--- config.mk ---
export PLATFORM = sky130hd
export DESIGN_NAME = fma_top
export DESIGN_NICKNAME = d
export VERILOG_FILES = /design/src/hdl/fma_pkg.sv /design/src/hdl/fma_top.sv /design/src/hdl/fma_round.sv /design/src/hdl/fma_normalize.sv /design/src/hdl/fma_mant_datapath.sv /design/src/hdl/fma_operand_prep.sv /design/src/hdl/fma_pipe_stage.sv
export VERILOG_INCLUDE_DIRS = /design/src /design/src/include
export SDC_FILE = /design/constraint.sdc
export NUM_CORES = 2
export LEC_CHECK = 0
export BUFFER_PORTS_ARGS = -buffer_cell sky130_fd_sc_hd__buf_4
export CELL_PAD_IN_SITES_DETAIL_PLACEMENT = 1
export CELL_PAD_IN_SITES_GLOBAL_PLACEMENT = 1
export CORE_ASPECT_RATIO = 0.7
export CORE_MARGIN = 2
export CORE_UTILIZATION = 35
export CTS_BUF_LIST = sky130_fd_sc_hd__clkbuf_4 sky130_fd_sc_hd__clkbuf_8
export CTS_CLUSTER_DIAMETER = 40
export CTS_CLUSTER_SIZE = 16
export DETAILED_ROUTE_END_ITERATION = 8
export PLACE_DENSITY = 0.64
export SYNTH_ARGS = -nofsm -noshare
export SYNTH_HDL_FRONTEND = slang
export SYNTH_HIERARCHICAL = 1
export SYNTH_SLANG_ARGS = --single-unit
--- constraint.sdc ---
create_clock -name clk_i -period 13.6 [get_ports clk_i]
set_clock_uncertainty 0.1 [all_clocks]
set_input_delay 0 -clock clk_i [delete_from_list [all_inputs] [get_ports clk_i]]
set_output_delay 0 -clock clk_i [all_outputs]
set_load 0.05 [all_outputs]
--- src/include/fma_consts.svh ---
// binary32 only. All internal widths derive from the field widths and must not be edited apart
`ifndef FMA_CONSTS_SVH
`define FMA_CONSTS_SVH

// --------------------------------------------------
// binary32 encoding
// --------------------------------------------------
`define FMA_EXP_BITS 8
`define FMA_MAN_BITS 23
`define FMA_WIDTH    (`FMA_EXP_BITS + `FMA_MAN_BITS + 1)
`define FMA_BIAS     127

// --------------------------------------------------
// Internal datapath widths
// --------------------------------------------------
// Precision p with the hidden bit
`define FMA_PREC    (`FMA_MAN_BITS + 1)
// Product, addend and the two guard bits side by side
`define FMA_SUM_W   (3 * `FMA_PREC + 4)
// Lower part of the sum searched for the leading one
`define FMA_LOWER_W (2 * `FMA_PREC + 3)
`define FMA_LZC_W   $clog2(`FMA_LOWER_W)
// Signed exponent with room for overflow and underflow
`define FMA_EXP_W   (`FMA_EXP_BITS + 2)
`define FMA_SHAMT_W $clog2(3 * `FMA_PREC + 5)

`endif
--- src/hdl/fma_pkg.sv ---
// Types for the binary32 FMA. Widths follow fma_consts.svh, enum encodings follow RISC-V
`include "fma_consts.svh"

package fma_pkg;

  // --------------------------------------------------
  // Vector types
  // --------------------------------------------------
  typedef logic [`FMA_WIDTH-1:0]          fp_word_t;
  typedef logic signed [`FMA_EXP_W-1:0]   exp_int_t;
  typedef logic [`FMA_SHAMT_W-1:0]        shamt_t;
  typedef logic [`FMA_SUM_W-1:0]          sum_t;

  typedef struct packed {
    logic                     sign;
    logic [`FMA_EXP_BITS-1:0] exponent;
    logic [`FMA_MAN_BITS-1:0] mantissa;
  } fp_t;

  // Same encoding as the frm field
  typedef enum logic [2:0] {
    RNE = 3'b000,
    RTZ = 3'b001,
    RDN = 3'b010,
    RUP = 3'b011,
    RMM = 3'b100
  } roundmode_e;

  // op_mod selects the negated-addend variant
  typedef enum logic [1:0] {
    FMADD  = 2'd0,
    FNMSUB = 2'd1,
    ADD    = 2'd2,
    MUL    = 2'd3
  } operation_e;

  typedef struct packed {
    logic is_normal;
    logic is_subnormal;
    logic is_zero;
    logic is_inf;
    logic is_nan;
    logic is_signalling;
  } fp_info_t;

  // fflags order without DZ
  typedef struct packed {
    logic nv;
    logic of;
    logic uf;
    logic nx;
  } status_t;

  // --------------------------------------------------
  // Stage payloads
  // --------------------------------------------------
  typedef struct packed {
    fp_word_t   operand_a;
    fp_word_t   operand_b;
    fp_word_t   operand_c;
    roundmode_e rnd_mode;
    operation_e op;
    logic       op_mod;
  } fma_req_t;

  typedef struct packed {
    logic       eff_sub;
    exp_int_t   exp_prod;
    exp_int_t   exp_diff;
    exp_int_t   tent_exp;
    shamt_t     addend_shamt;
    logic       sticky_before_add;
    sum_t       sum;
    logic       final_sign;
    roundmode_e rnd_mode;
    logic       is_special;
    fp_t        special_result;
    status_t    special_status;
  } fma_mid_t;

  typedef struct packed {
    fp_word_t result;
    status_t  status;
  } fma_resp_t;

endpackage

--- src/hdl/fma_top.sv ---
// Fixed three-stage FMA for binary32. No flush, so items in flight always complete in order
`include "fma_consts.svh"

module fma_top (
  input  logic               clk_i,
  input  logic               arst_n_i,
  input  logic               in_valid_i,
  output logic               in_ready_o,
  input  fma_pkg::fma_req_t  in_req_i,
  output logic               out_valid_o,
  input  logic               out_ready_i,
  output fma_pkg::fma_resp_t out_resp_o,
  output logic               busy_o
);
  import fma_pkg::*;

  fma_req_t  req_q;
  wire fma_mid_t mid_d;
  fma_mid_t  mid_q;
  fma_resp_t resp_d;
  logic      req_valid, mid_valid;
  logic      mid_ready, out_ready;
  fp_t       op_a, op_b, op_c;
  fp_info_t  info_a, info_b, info_c;
  exp_int_t  final_exp;
  logic [`FMA_PREC:0] final_mant;
  logic      sticky;

  // --------------------------------------------------
  // Input stage
  // --------------------------------------------------
  fma_pipe_stage #(.payload_t(fma_req_t)) u_in_stage (
    .clk_i, .arst_n_i,
    .valid_i (in_valid_i), .data_i (in_req_i), .ready_o (in_ready_o),
    .valid_o (req_valid),  .data_o (req_q),    .ready_i (mid_ready)
  );

  fma_operand_prep u_prep (
    .req_i (req_q),
    .op_a_o (op_a), .op_b_o (op_b), .op_c_o (op_c),
    .info_a_o (info_a), .info_b_o (info_b), .info_c_o (info_c),
    .is_special_o (mid_d.is_special), .special_result_o (mid_d.special_result),
    .special_status_o (mid_d.special_status)
  );

  fma_mant_datapath u_datapath (
    .op_a_i (op_a), .op_b_i (op_b), .op_c_i (op_c),
    .info_a_i (info_a), .info_b_i (info_b), .info_c_i (info_c),
    .eff_sub_o (mid_d.eff_sub), .exp_prod_o (mid_d.exp_prod),
    .exp_diff_o (mid_d.exp_diff), .tent_exp_o (mid_d.tent_exp),
    .addend_shamt_o (mid_d.addend_shamt), .sticky_before_add_o (mid_d.sticky_before_add),
    .sum_o (mid_d.sum), .final_sign_o (mid_d.final_sign)
  );

  // Rounding mode rides along to the back half
  assign mid_d.rnd_mode = req_q.rnd_mode;

  // --------------------------------------------------
  // Middle and output stages
  // --------------------------------------------------
  fma_pipe_stage #(.payload_t(fma_mid_t)) u_mid_stage (
    .clk_i, .arst_n_i,
    .valid_i (req_valid), .data_i (mid_d), .ready_o (mid_ready),
    .valid_o (mid_valid), .data_o (mid_q), .ready_i (out_ready)
  );

  fma_normalize u_norm (
    .sum_i (mid_q.sum), .exp_prod_i (mid_q.exp_prod), .exp_diff_i (mid_q.exp_diff),
    .tent_exp_i (mid_q.tent_exp), .addend_shamt_i (mid_q.addend_shamt),
    .eff_sub_i (mid_q.eff_sub), .sticky_before_add_i (mid_q.sticky_before_add),
    .final_exp_o (final_exp), .final_mant_o (final_mant), .sticky_o (sticky)
  );

  fma_round u_round (
    .final_exp_i (final_exp), .final_mant_i (final_mant), .sticky_i (sticky),
    .sign_i (mid_q.final_sign), .rnd_mode_i (mid_q.rnd_mode), .eff_sub_i (mid_q.eff_sub),
    .is_special_i (mid_q.is_special), .special_result_i (mid_q.special_result),
    .special_status_i (mid_q.special_status), .resp_o (resp_d)
  );

  fma_pipe_stage #(.payload_t(fma_resp_t)) u_out_stage (
    .clk_i, .arst_n_i,
    .valid_i (mid_valid),   .data_i (resp_d),     .ready_o (out_ready),
    .valid_o (out_valid_o), .data_o (out_resp_o), .ready_i (out_ready_i)
  );

  assign busy_o = req_valid | mid_valid | out_valid_o;

endmodule

--- src/hdl/fma_round.sv ---
// RISC-V rounding with tininess detected after rounding. DZ is never raised by an FMA
`include "fma_consts.svh"

module fma_round (
  input  fma_pkg::exp_int_t   final_exp_i,
  input  logic [`FMA_PREC:0]  final_mant_i,
  input  logic                sticky_i,
  input  logic                sign_i,
  input  fma_pkg::roundmode_e rnd_mode_i,
  input  logic                eff_sub_i,
  input  logic                is_special_i,
  input  fma_pkg::fp_t        special_result_i,
  input  fma_pkg::status_t    special_status_i,
  output fma_pkg::fma_resp_t  resp_o
);
  import fma_pkg::*;

  localparam int ABS_W = `FMA_EXP_BITS + `FMA_MAN_BITS;

  logic                     of_before, of_after, uf_after;
  logic [`FMA_EXP_BITS-1:0] pre_exp;
  logic [`FMA_MAN_BITS-1:0] pre_mant;
  logic [ABS_W-1:0]         pre_abs, abs_rounded;
  logic [1:0]               rs_bits;
  logic                     round_up, exact_zero, rounded_sign;
  status_t                  regular_status;

  // --------------------------------------------------
  // Pre-round assembly
  // --------------------------------------------------
  assign of_before = final_exp_i >= (2 ** `FMA_EXP_BITS) - 1;

  // Overflow becomes max normal plus round and sticky so the mode picks inf or max normal
  assign pre_exp  = of_before ? {{(`FMA_EXP_BITS-1){1'b1}}, 1'b0}
                              : final_exp_i[`FMA_EXP_BITS-1:0];
  assign pre_mant = of_before ? '1 : final_mant_i[`FMA_MAN_BITS:1];
  assign pre_abs  = {pre_exp, pre_mant};
  assign rs_bits  = of_before ? 2'b11 : {final_mant_i[0], sticky_i};

  always_comb begin : round_decision
    case (rnd_mode_i)
      // Tie goes to even
      RNE:     round_up = rs_bits[1] & (rs_bits[0] | pre_abs[0]);
      RTZ:     round_up = 1'b0;
      RDN:     round_up = (|rs_bits) & sign_i;
      RUP:     round_up = (|rs_bits) & ~sign_i;
      // Tie goes away from zero
      RMM:     round_up = rs_bits[1];
      default: round_up = 1'b0;
    endcase
  end

  // Mantissa carry ripples into the exponent
  assign abs_rounded = pre_abs + ABS_W'(round_up);

  // x - x gives +0, except -0 under RDN
  assign exact_zero   = (pre_abs == '0) && (rs_bits == 2'b00);
  assign rounded_sign = (exact_zero && eff_sub_i) ? (rnd_mode_i == RDN) : sign_i;

  // --------------------------------------------------
  // Flags and result selection
  // --------------------------------------------------
  assign uf_after = abs_rounded[ABS_W-1 -: `FMA_EXP_BITS] == '0;
  assign of_after = abs_rounded[ABS_W-1 -: `FMA_EXP_BITS] == '1;

  assign regular_status.nv = 1'b0;
  assign regular_status.of = of_before | of_after;
  assign regular_status.nx = (|rs_bits) | of_before | of_after;
  // Only an inexact tiny result underflows
  assign regular_status.uf = uf_after & regular_status.nx;

  assign resp_o.result = is_special_i ? fp_word_t'(special_result_i)
                                      : {rounded_sign, abs_rounded};
  assign resp_o.status = is_special_i ? special_status_i : regular_status;

endmodule

--- src/hdl/fma_normalize.sv ---
// Left-normalizes the sum. Bit 0 of the mantissa output is the round bit, not a mantissa bit
`include "fma_consts.svh"

module fma_normalize (
  input  fma_pkg::sum_t      sum_i,
  input  fma_pkg::exp_int_t  exp_prod_i,
  input  fma_pkg::exp_int_t  exp_diff_i,
  input  fma_pkg::exp_int_t  tent_exp_i,
  input  fma_pkg::shamt_t    addend_shamt_i,
  input  logic               eff_sub_i,
  input  logic               sticky_before_add_i,
  output fma_pkg::exp_int_t  final_exp_o,
  output logic [`FMA_PREC:0] final_mant_o,
  output logic               sticky_o
);
  import fma_pkg::*;

  localparam int PREC    = `FMA_PREC;
  localparam int SUM_W   = `FMA_SUM_W;
  localparam int LOWER_W = `FMA_LOWER_W;
  localparam int LZC_W   = `FMA_LZC_W;

  logic [LOWER_W-1:0] sum_lower;
  logic [LZC_W-1:0]   lz_count;
  logic               lzc_zeroes;
  exp_int_t           lz_signed;
  shamt_t             norm_shamt;
  exp_int_t           norm_exp;
  logic [SUM_W:0]     sum_shifted;
  sum_t               aligned;

  // --------------------------------------------------
  // Leading zero count
  // --------------------------------------------------
  assign sum_lower = sum_i[LOWER_W-1:0];

  // The highest set bit overrides lower ones
  always_comb begin : lzc
    lz_count = '0;
    for (int i = 0; i < LOWER_W; i++) begin
      if (sum_lower[i]) begin
        lz_count = LZC_W'(LOWER_W - 1 - i);
      end
    end
  end

  assign lzc_zeroes = ~(|sum_lower);
  assign lz_signed  = exp_int_t'(lz_count);

  // --------------------------------------------------
  // Shift selection
  // --------------------------------------------------
  always_comb begin : norm_shift
    // Product anchored, or close cancellation
    if ((exp_diff_i <= 0) || (eff_sub_i && (exp_diff_i <= 2))) begin
      if ((exp_prod_i - lz_signed + 1 >= 0) && !lzc_zeroes) begin
        norm_shamt = shamt_t'(PREC + 2 + lz_count);
        norm_exp   = exp_prod_i - lz_signed + 1;
      end else begin
        // Stop at the minimum exponent and leave a subnormal
        norm_shamt = shamt_t'(PREC + 2 + exp_prod_i);
        norm_exp   = '0;
      end
    end else begin
      // Addend anchored, undo the alignment
      norm_shamt = addend_shamt_i;
      norm_exp   = tent_exp_i;
    end
  end

  assign sum_shifted = {1'b0, sum_i} << norm_shamt;

  // One-bit fix, the leading one may sit either side of the MSB
  always_comb begin : small_norm
    aligned     = sum_shifted[SUM_W-1:0];
    final_exp_o = norm_exp;
    if (sum_shifted[SUM_W]) begin
      aligned     = sum_shifted[SUM_W:1];
      final_exp_o = norm_exp + 1;
    end else if (!sum_shifted[SUM_W-1]) begin
      if (norm_exp > 1) begin
        aligned     = {sum_shifted[SUM_W-2:0], 1'b0};
        final_exp_o = norm_exp - 1;
      end else begin
        final_exp_o = '0;
      end
    end
  end

  assign final_mant_o = aligned[SUM_W-1 -: PREC+1];
  assign sticky_o     = (|aligned[LOWER_W-1:0]) | sticky_before_add_i;

endmodule

--- src/hdl/fma_mant_datapath.sv ---
// Exponents stay biased internally. Results are meaningless for items flagged as special
`include "fma_consts.svh"

module fma_mant_datapath (
  input  fma_pkg::fp_t      op_a_i,
  input  fma_pkg::fp_t      op_b_i,
  input  fma_pkg::fp_t      op_c_i,
  input  fma_pkg::fp_info_t info_a_i,
  input  fma_pkg::fp_info_t info_b_i,
  input  fma_pkg::fp_info_t info_c_i,
  output logic              eff_sub_o,
  output fma_pkg::exp_int_t exp_prod_o,
  output fma_pkg::exp_int_t exp_diff_o,
  output fma_pkg::exp_int_t tent_exp_o,
  output fma_pkg::shamt_t   addend_shamt_o,
  output logic              sticky_before_add_o,
  output fma_pkg::sum_t     sum_o,
  output logic              final_sign_o
);
  import fma_pkg::*;

  localparam int PREC  = `FMA_PREC;
  localparam int SUM_W = `FMA_SUM_W;

  exp_int_t              exp_a, exp_b, exp_c, exp_addend;
  logic                  tent_sign;
  logic [PREC-1:0]       mant_a, mant_b, mant_c;
  logic [2*PREC-1:0]     product;
  sum_t                  product_shifted;
  logic [SUM_W+PREC-1:0] addend_wide;
  sum_t                  addend_aligned;
  sum_t                  addend_final;
  logic                  carry_in;
  logic [SUM_W:0]        sum_raw;
  logic                  sum_carry;

  // --------------------------------------------------
  // Exponent path
  // --------------------------------------------------
  assign exp_a = exp_int_t'(op_a_i.exponent);
  assign exp_b = exp_int_t'(op_b_i.exponent);
  assign exp_c = exp_int_t'(op_c_i.exponent);

  // Subnormals and zero sit at encoded exponent 1
  assign exp_addend = exp_c + exp_int_t'(!info_c_i.is_normal);
  // A zero product is parked at the lowest exponent
  assign exp_prod_o = (info_a_i.is_zero || info_b_i.is_zero)
                    ? exp_int_t'(2 - `FMA_BIAS)
                    : exp_a + exp_int_t'(info_a_i.is_subnormal)
                      + exp_b + exp_int_t'(info_b_i.is_subnormal) - exp_int_t'(`FMA_BIAS);
  assign exp_diff_o = exp_addend - exp_prod_o;
  assign tent_exp_o = (exp_diff_o > 0) ? exp_addend : exp_prod_o;

  // Right shift of the addend, saturated on both sides
  always_comb begin : addend_shift
    if (exp_diff_o <= -2 * PREC - 1) begin
      // Addend lands fully in the sticky bit
      addend_shamt_o = shamt_t'(3 * PREC + 4);
    end else if (exp_diff_o <= PREC + 2) begin
      addend_shamt_o = shamt_t'(PREC + 3 - exp_diff_o);
    end else begin
      // Product lands below the addend
      addend_shamt_o = '0;
    end
  end

  // --------------------------------------------------
  // Product and addend
  // --------------------------------------------------
  assign mant_a = {info_a_i.is_normal, op_a_i.mantissa};
  assign mant_b = {info_b_i.is_normal, op_b_i.mantissa};
  assign mant_c = {info_c_i.is_normal, op_c_i.mantissa};

  assign product = mant_a * mant_b;
  // Leave two bits below the product for round and sticky
  assign product_shifted = sum_t'(product) << 2;

  // Addend starts above the sum and up to p bits fall out as sticky
  assign addend_wide         = {mant_c, {SUM_W{1'b0}}} >> addend_shamt_o;
  assign addend_aligned      = addend_wide[SUM_W+PREC-1:PREC];
  assign sticky_before_add_o = |addend_wide[PREC-1:0];

  assign eff_sub_o = op_a_i.sign ^ op_b_i.sign ^ op_c_i.sign;
  assign tent_sign = op_a_i.sign ^ op_b_i.sign;

  // Ones complement for subtraction, the +1 is dropped when sticky bits were lost
  assign addend_final = eff_sub_o ? ~addend_aligned : addend_aligned;
  assign carry_in     = eff_sub_o & ~sticky_before_add_o;

  // --------------------------------------------------
  // Adder
  // --------------------------------------------------
  assign sum_raw   = product_shifted + addend_final + carry_in;
  assign sum_carry = sum_raw[SUM_W];

  // No carry in a subtraction means the addend won and the sum is negative
  assign sum_o        = (eff_sub_o && !sum_carry) ? sum_t'(-sum_raw) : sum_raw[SUM_W-1:0];
  assign final_sign_o = eff_sub_o ? (sum_carry == tent_sign) : tent_sign;

endmodule

--- src/hdl/fma_operand_prep.sv ---
// Raw binary32 inputs without NaN-boxing. Any NaN result is the canonical quiet NaN 0x7fc00000
`include "fma_consts.svh"

module fma_operand_prep (
  input  fma_pkg::fma_req_t req_i,
  output fma_pkg::fp_t      op_a_o,
  output fma_pkg::fp_t      op_b_o,
  output fma_pkg::fp_t      op_c_o,
  output fma_pkg::fp_info_t info_a_o,
  output fma_pkg::fp_info_t info_b_o,
  output fma_pkg::fp_info_t info_c_o,
  output logic              is_special_o,
  output fma_pkg::fp_t      special_result_o,
  output fma_pkg::status_t  special_status_o
);
  import fma_pkg::*;

  logic any_inf;
  logic any_nan;
  logic any_snan;
  logic prod_inf;
  logic eff_sub;

  // Classification from the raw encoding
  function automatic fp_info_t classify(input fp_t value);
    fp_info_t info;
    logic     exp_zero;
    logic     exp_ones;
    logic     man_zero;
    exp_zero           = (value.exponent == '0);
    exp_ones           = (value.exponent == '1);
    man_zero           = (value.mantissa == '0);
    info.is_normal     = !exp_zero && !exp_ones;
    info.is_subnormal  = exp_zero && !man_zero;
    info.is_zero       = exp_zero && man_zero;
    info.is_inf        = exp_ones && man_zero;
    info.is_nan        = exp_ones && !man_zero;
    // Quiet bit is the mantissa MSB
    info.is_signalling = info.is_nan && !value.mantissa[`FMA_MAN_BITS-1];
    return info;
  endfunction

  // --------------------------------------------------
  // Operation adjustments
  // --------------------------------------------------
  always_comb begin : op_select
    op_a_o   = fp_t'(req_i.operand_a);
    op_b_o   = fp_t'(req_i.operand_b);
    op_c_o   = fp_t'(req_i.operand_c);
    info_a_o = classify(op_a_o);
    info_b_o = classify(op_b_o);
    info_c_o = classify(op_c_o);
    // Modifier always negates the addend
    op_c_o.sign = op_c_o.sign ^ req_i.op_mod;
    unique case (req_i.op)
      FMADD: begin
      end
      // Negated product
      FNMSUB: op_a_o.sign = ~op_a_o.sign;
      // Multiplicand becomes +1.0
      ADD: begin
        op_a_o   = '{sign: 1'b0, exponent: `FMA_BIAS, mantissa: '0};
        info_a_o = '{is_normal: 1'b1, default: 1'b0};
      end
      // Addend becomes -0, or +0 under RDN so that x*0 keeps its own sign
      MUL: begin
        op_c_o   = '{sign: (req_i.rnd_mode != RDN), exponent: '0, mantissa: '0};
        info_c_o = '{is_zero: 1'b1, default: 1'b0};
      end
    endcase
  end

  // --------------------------------------------------
  // Special cases
  // --------------------------------------------------
  assign any_inf  = info_a_o.is_inf | info_b_o.is_inf | info_c_o.is_inf;
  assign any_nan  = info_a_o.is_nan | info_b_o.is_nan | info_c_o.is_nan;
  assign any_snan = info_a_o.is_signalling | info_b_o.is_signalling | info_c_o.is_signalling;
  assign prod_inf = info_a_o.is_inf | info_b_o.is_inf;
  assign eff_sub  = op_a_o.sign ^ op_b_o.sign ^ op_c_o.sign;

  always_comb begin : special_cases
    // Canonical qNaN unless an infinity case overrides it
    special_result_o = '{sign: 1'b0, exponent: '1,
                         mantissa: {1'b1, {(`FMA_MAN_BITS-1){1'b0}}}};
    special_status_o = '0;
    is_special_o     = 1'b0;
    // inf * 0 is invalid even with a quiet NaN addend
    if ((info_a_o.is_inf && info_b_o.is_zero) || (info_a_o.is_zero && info_b_o.is_inf)) begin
      is_special_o        = 1'b1;
      special_status_o.nv = 1'b1;
    end else if (any_nan) begin
      is_special_o        = 1'b1;
      special_status_o.nv = any_snan;
    end else if (any_inf) begin
      is_special_o = 1'b1;
      // inf - inf
      if (prod_inf && info_c_o.is_inf && eff_sub) begin
        special_status_o.nv = 1'b1;
      end else if (prod_inf) begin
        special_result_o = '{sign: op_a_o.sign ^ op_b_o.sign, exponent: '1, mantissa: '0};
      end else begin
        special_result_o = '{sign: op_c_o.sign, exponent: '1, mantissa: '0};
      end
    end
  end

endmodule

--- src/hdl/fma_pipe_stage.sv ---
// Single register slice. Ready is combinational from downstream, so long chains add ready depth
module fma_pipe_stage #(
  parameter type payload_t = logic
) (
  input  logic     clk_i,
  input  logic     arst_n_i,
  input  logic     valid_i,
  input  payload_t data_i,
  output logic     ready_o,
  output logic     valid_o,
  output payload_t data_o,
  input  logic     ready_i
);

  logic     valid_q;
  payload_t data_q;

  // Accept when downstream takes our item or we only hold a bubble
  assign ready_o = ready_i | ~valid_q;

  // Valid follows the input whenever the slice advances
  always_ff @(posedge clk_i or negedge arst_n_i) begin
    if (!arst_n_i) begin
      valid_q <= 1'b0;
    end else if (ready_o) begin
      valid_q <= valid_i;
    end
  end

  // Payload only moves with a real item, bubbles leave it untouched
  always_ff @(posedge clk_i) begin
    if (ready_o && valid_i) begin
      data_q <= data_i;
    end
  end

  assign valid_o = valid_q;
  assign data_o  = data_q;

endmodule

### Word level (Yosys, flattened, before mapping)

Index checks and enable logic that the tools add are counted.

* input port bits: 106
* logic and storage cells: 247
* output and inout port bits: 39
* bits in registers: 294

* multiply operators: 1
* muxes and demuxes: 84
* shift operators: 2
* order comparisons: 8
* $add $sub $neg: 17
* bitwise logic cells: 32
* equality and inequality tests: 12
* reductions and logical operators: 63

Operator list (number)
* $mux 6: 53
* $mux 75: 3
* $mux 76: 2
* $reduce_or 51->1: 2
* $shr 100x7->100: 1
* $mux 32: 3
* $add 50x76->77: 1
* $add 77x1->77: 1
* $shl 76x7->77: 1
* $neg 76->76: 1
* $not 76->76: 1
* $mux 10: 7
* $logic_not 23->1: 3
* $mul 24x24->48: 1
* $add 32x2->32 const B: 1
* $eq 8x8->1 const B: 4
* $ge 32x1->1 const B: 1
* $logic_not 8->1: 4
* $add 31x1->31: 1
* $logic_not 31->1: 1
* $mux 31: 1
* $logic_and 1x1->1: 30
* $mux 7: 4
* $reduce_or 24->1: 1
* other kinds (40): 91

### Logic depth before layout (Yosys ltp)

* depth in word-level cells: 71
* mapped depth: 66
* depth with buffers taken out: 61

### Cells and area by module

The synthesis kept the hierarchy.

By module, submodules not included
* fma_mant_datapath: instances 1, sequential area each 0.0 sq um, cells each 3863, area an instance 29963.7 sq um
* fma_normalize: instances 1, sequential area each 0.0 sq um, cells each 1426, area an instance 9507.9 sq um
* fma_pipe_stage at u_mid_stage: instances 1, sequential area each 4709.5 sq um, cells each 160, area an instance 4738.3 sq um
* fma_pipe_stage at u_in_stage: instances 1, sequential area each 3088.0 sq um, cells each 106, area an instance 3116.7 sq um
* fma_round: instances 1, sequential area each 0.0 sq um, cells each 296, area an instance 1786.7 sq um
* fma_operand_prep: instances 1, sequential area each 0.0 sq um, cells each 233, area an instance 1541.5 sq um
* fma_pipe_stage at u_out_stage: instances 1, sequential area each 1106.1 sq um, cells each 40, area an instance 1134.8 sq um
* fma_top: instances 1, sequential area each 0.0 sq um, cells each 1, area an instance 6.3 sq um

### Least setup slack after synthesis

No wires, ideal clock.

* path type: reg2reg
* start: reg u_in_stage.data_q (netlist bit u_in_stage/data_o[1])
* end: reg u_mid_stage.data_q (netlist bit u_mid_stage/data_o[116]), data pin
* buffers on the path: 6
* clock period less this slack: 12518 ps
* path slack: 1082 ps
* data required time: 13235 ps
* cell stages (with the launch flop): 63
* arrival time: 12153 ps
* library setup time: 265 ps
* path through: edfxtp_1 -> inv_1 -> ha_1 -> clkbuf_1 -> clkbuf_1 -> or2_2 -> inv_1 -> ha_1 -> fa_1 -> fa_1 -> nor2b_1 -> o21ai_0 -> nand2b_1 -> a21o_1 -> a21o_1 -> xor2_1 -> nand2_1 -> ha_1 -> (+27 left out) -> o31ai_1 -> o211ai_1 -> a211o_1 -> a21oi_1 -> nor3_1 -> a31oi_1 -> a41o_1 -> nand2_1 -> or3_1 -> mux2i_4 -> o2111ai_2 -> o221a_1 -> a211oi_2 -> nand3_1 -> nor4_2 -> nand3_1 -> o31ai_1 -> xor2_1

RTL lines
* start, declared: RTL line fma_pipe_stage.sv:16 `payload_t data_q;`
* start signal, assigned: RTL line fma_pipe_stage.sv:33 `data_q <= data_i;`
* end signal, assigned: RTL line fma_pipe_stage.sv:33
* end, declared: RTL line fma_pipe_stage.sv:16

==> flow_summary.ini <==
[critical_path]
cp_data_arrival_time_ns = 13.62
crit_type = flip-flop to flip-flop
endpoint = u_mid_stage/data_o[116]
slowest_delay_ns = 0.49
worstReg2RegStart = u_in_stage/data_o[92]
cp_slowest_cell = edfxtp_1
crit_top_cell = buf_4
worstSetupEndpointType = flip-flop
r2r_end = u_mid_stage/data_o[116]
crit_required_ns = 13.95
r2r_setup_slack_ns = 0.33
critPathLaunch = u_in_stage/data_o[92]
path_max_fanout = 19
ff2ff_path_depth = 59
startpoint_type = flip-flop

[floorplan]
fp-row-count = 118
die_area_um2 = 151000
die_w_um = 463.7
die_y_um = 325.8
boundaryPins = 145
start_util_pct = 35.13
core-area_um2 = 147300

[clock_network]
cts_tree = done
numCtsBuffers = 52
cts-root-buf = clkbuf_8
cts.clk_slew.worst_paths_ns = 0.10
clk_latency_ns = 0.82
htreeDepth = 2
clock_path_buffers = 3
clock-sinks = 297

[final_layout]
n_fill_cell = 17408
area_delta_synth_final_pct = 21.10
fin_cells = 8835
drive_gt1_share_pct = 17.66
nNetsFinal = 7680

[timing]
worstMarginPinSlew_ns = 1.441
fin_crit_sh_pct = 97.60
post-route-min-period_ns = 13.27
finalHoldViolations = 0
maxSlewHeadroom_pct = 2.903
fmax_mhz = 75.34
setup_viol_count_final = 0
slew_violations = 0
finalSetupTns_ns = 0

[global_route]
antenna_found_initial = 6
grt_max_degree = 74
grt_use_met2_pct = 40.73
grt-ovfl-total = 0
grt.total_usage_pct = 28.63
busiest_layer = met1
grtUsageMet1_pct = 45.44
grt_pass1_wl_um = 334100
grt_pass1_vias = 51810
use_met3_pct = 4.677

[yosys]
syn_area_um2 = 51760
avgSynthCellArea_um2 = 8.461
synth_warnings = 6
syn_inst = 6118

[status]
outcome = completed

[detailed_routing]
routedWlPerCell_um = 24.97
drc = 0
antenna_left = 0
viasPerCell = 5.734
drt_iter0_markers = 5115
vias = 50656
drt_pre_antenna_iters = 6
wirelength_um = 220600

[placement]
gp_congestion = 0.9587
io_buffers = 144
dp_cells = 8508
dpl.hpwl_um = 177200

[run]
maxCapViolCount = 0

[min_path]
holdCritPathClass = primary input to flip-flop
## per-stage QoR
step                hold WS [ns]  utilization (%)  setup WS [ns]  area (um2)
CTS                       0.2538            42.17       0.006790       62130
finish                    0.3318            42.54         0.3268       62690
global route              0.3131            42.54        -0.2070       62680
detailed placement       -0.3044            39.82        -0.3244       58680
global placement         -0.3082            39.82       -0.01443       58680
floorplan                -0.3956                -          1.082       51880
## critical path: cells and delay by family, from the launching register on
kind	cells	cell delay, ns
AO/OA/AOI/OAI	21	4.34
adder cells (fa/ha/maj)	6	1.75
AND/OR/NAND/NOR	22	4.41
buffers and inverters	6	0.99
flip-flops	1	0.49
XOR/XNOR	2	0.32
multiplexers	2	0.51
## registers in the layout, summed over array words and instances (netlist names)
| register | cells |
|---|---|
| u_in_stage/data_o | 102 |
| u_in_stage/valid_o | 1 |
| u_mid_stage/data_o | 156 |
| u_mid_stage/valid_o | 1 |
| u_out_stage/data_o | 36 |
| u_out_stage/valid_o | 1 |
## placed cells by master, fill, tap and decap left out, types with 54 or more instances in the layout
master           n
dlygate4sd3_1  212
a211oi_1        58
nor2_1         318
nor3_1         147
inv_1          621
clkbuf_8        54
nor4_1          59
buf_4          796
nand3_1        106
and2_1         233
o22ai_1         56
xnor2_1        222
edfxtp_1       294
nor2b_1         80
a21o_1          78
a21oi_1        282
nand4_1         61
nand2_1        798
mux2i_1        200
xor2_1          76
ha_1           276
and3_1          66
fa_1           486
o21ai_0        215
## layer usage
layer / part of all wire, % / wire length, um
met5: 0 / 0
met4: 1.4 / 3194
met3: 8.6 / 18870
met2: 41 / 89700
met1: 49 / 108900
## final cells by class
class | count | area (um2) | share of cell area (%)
clock inverter | 46 | 576.8 | 0.9201
multi-input combinational | 4796 | 39120 | 62.40
antenna | 3 | 7.507 | 0.01198
clock buffer | 52 | 715.7 | 1.142
inverter | 629 | 2364 | 3.770
timing repair buffer | 1032 | 8523 | 13.60
sequential | 297 | 8904 | 14.20
tap | 1980 | 2477 | 3.952
## timing repair
action / CTS / global route
endpoints found under the hold margin: 207 / 0
hold buffers: 212 / 0
pin swaps: 0 / 25
buffers inserted: 0 / 13
endpoints found under the setup margin: 75 / 76
cloned: 0 / 1
gates resized for setup: 7 / 86
## how the worst min path moves through the flow
stage          cells after the start  slack, ns                     to    startpoint
4_1_cts                            3       0.25  u_in_stage/data_o[28]  in_req_i[28]
6_report                           3       0.33  u_in_stage/data_o[61]  in_req_i[61]
5_1_grt                            3       0.31  u_in_stage/data_o[61]  in_req_i[61]
3_5_place_dp                       1      -0.30    u_out_stage/valid_o      arst_n_i
2_1_floorplan                      0      -0.40     u_in_stage/valid_o      arst_n_i
3_3_place_gp                       1      -0.31    u_out_stage/valid_o      arst_n_i
Power is left out: the tool's default activity adds up to more than one toggle a clock period on the data nets, which glitch-free logic cannot reach.
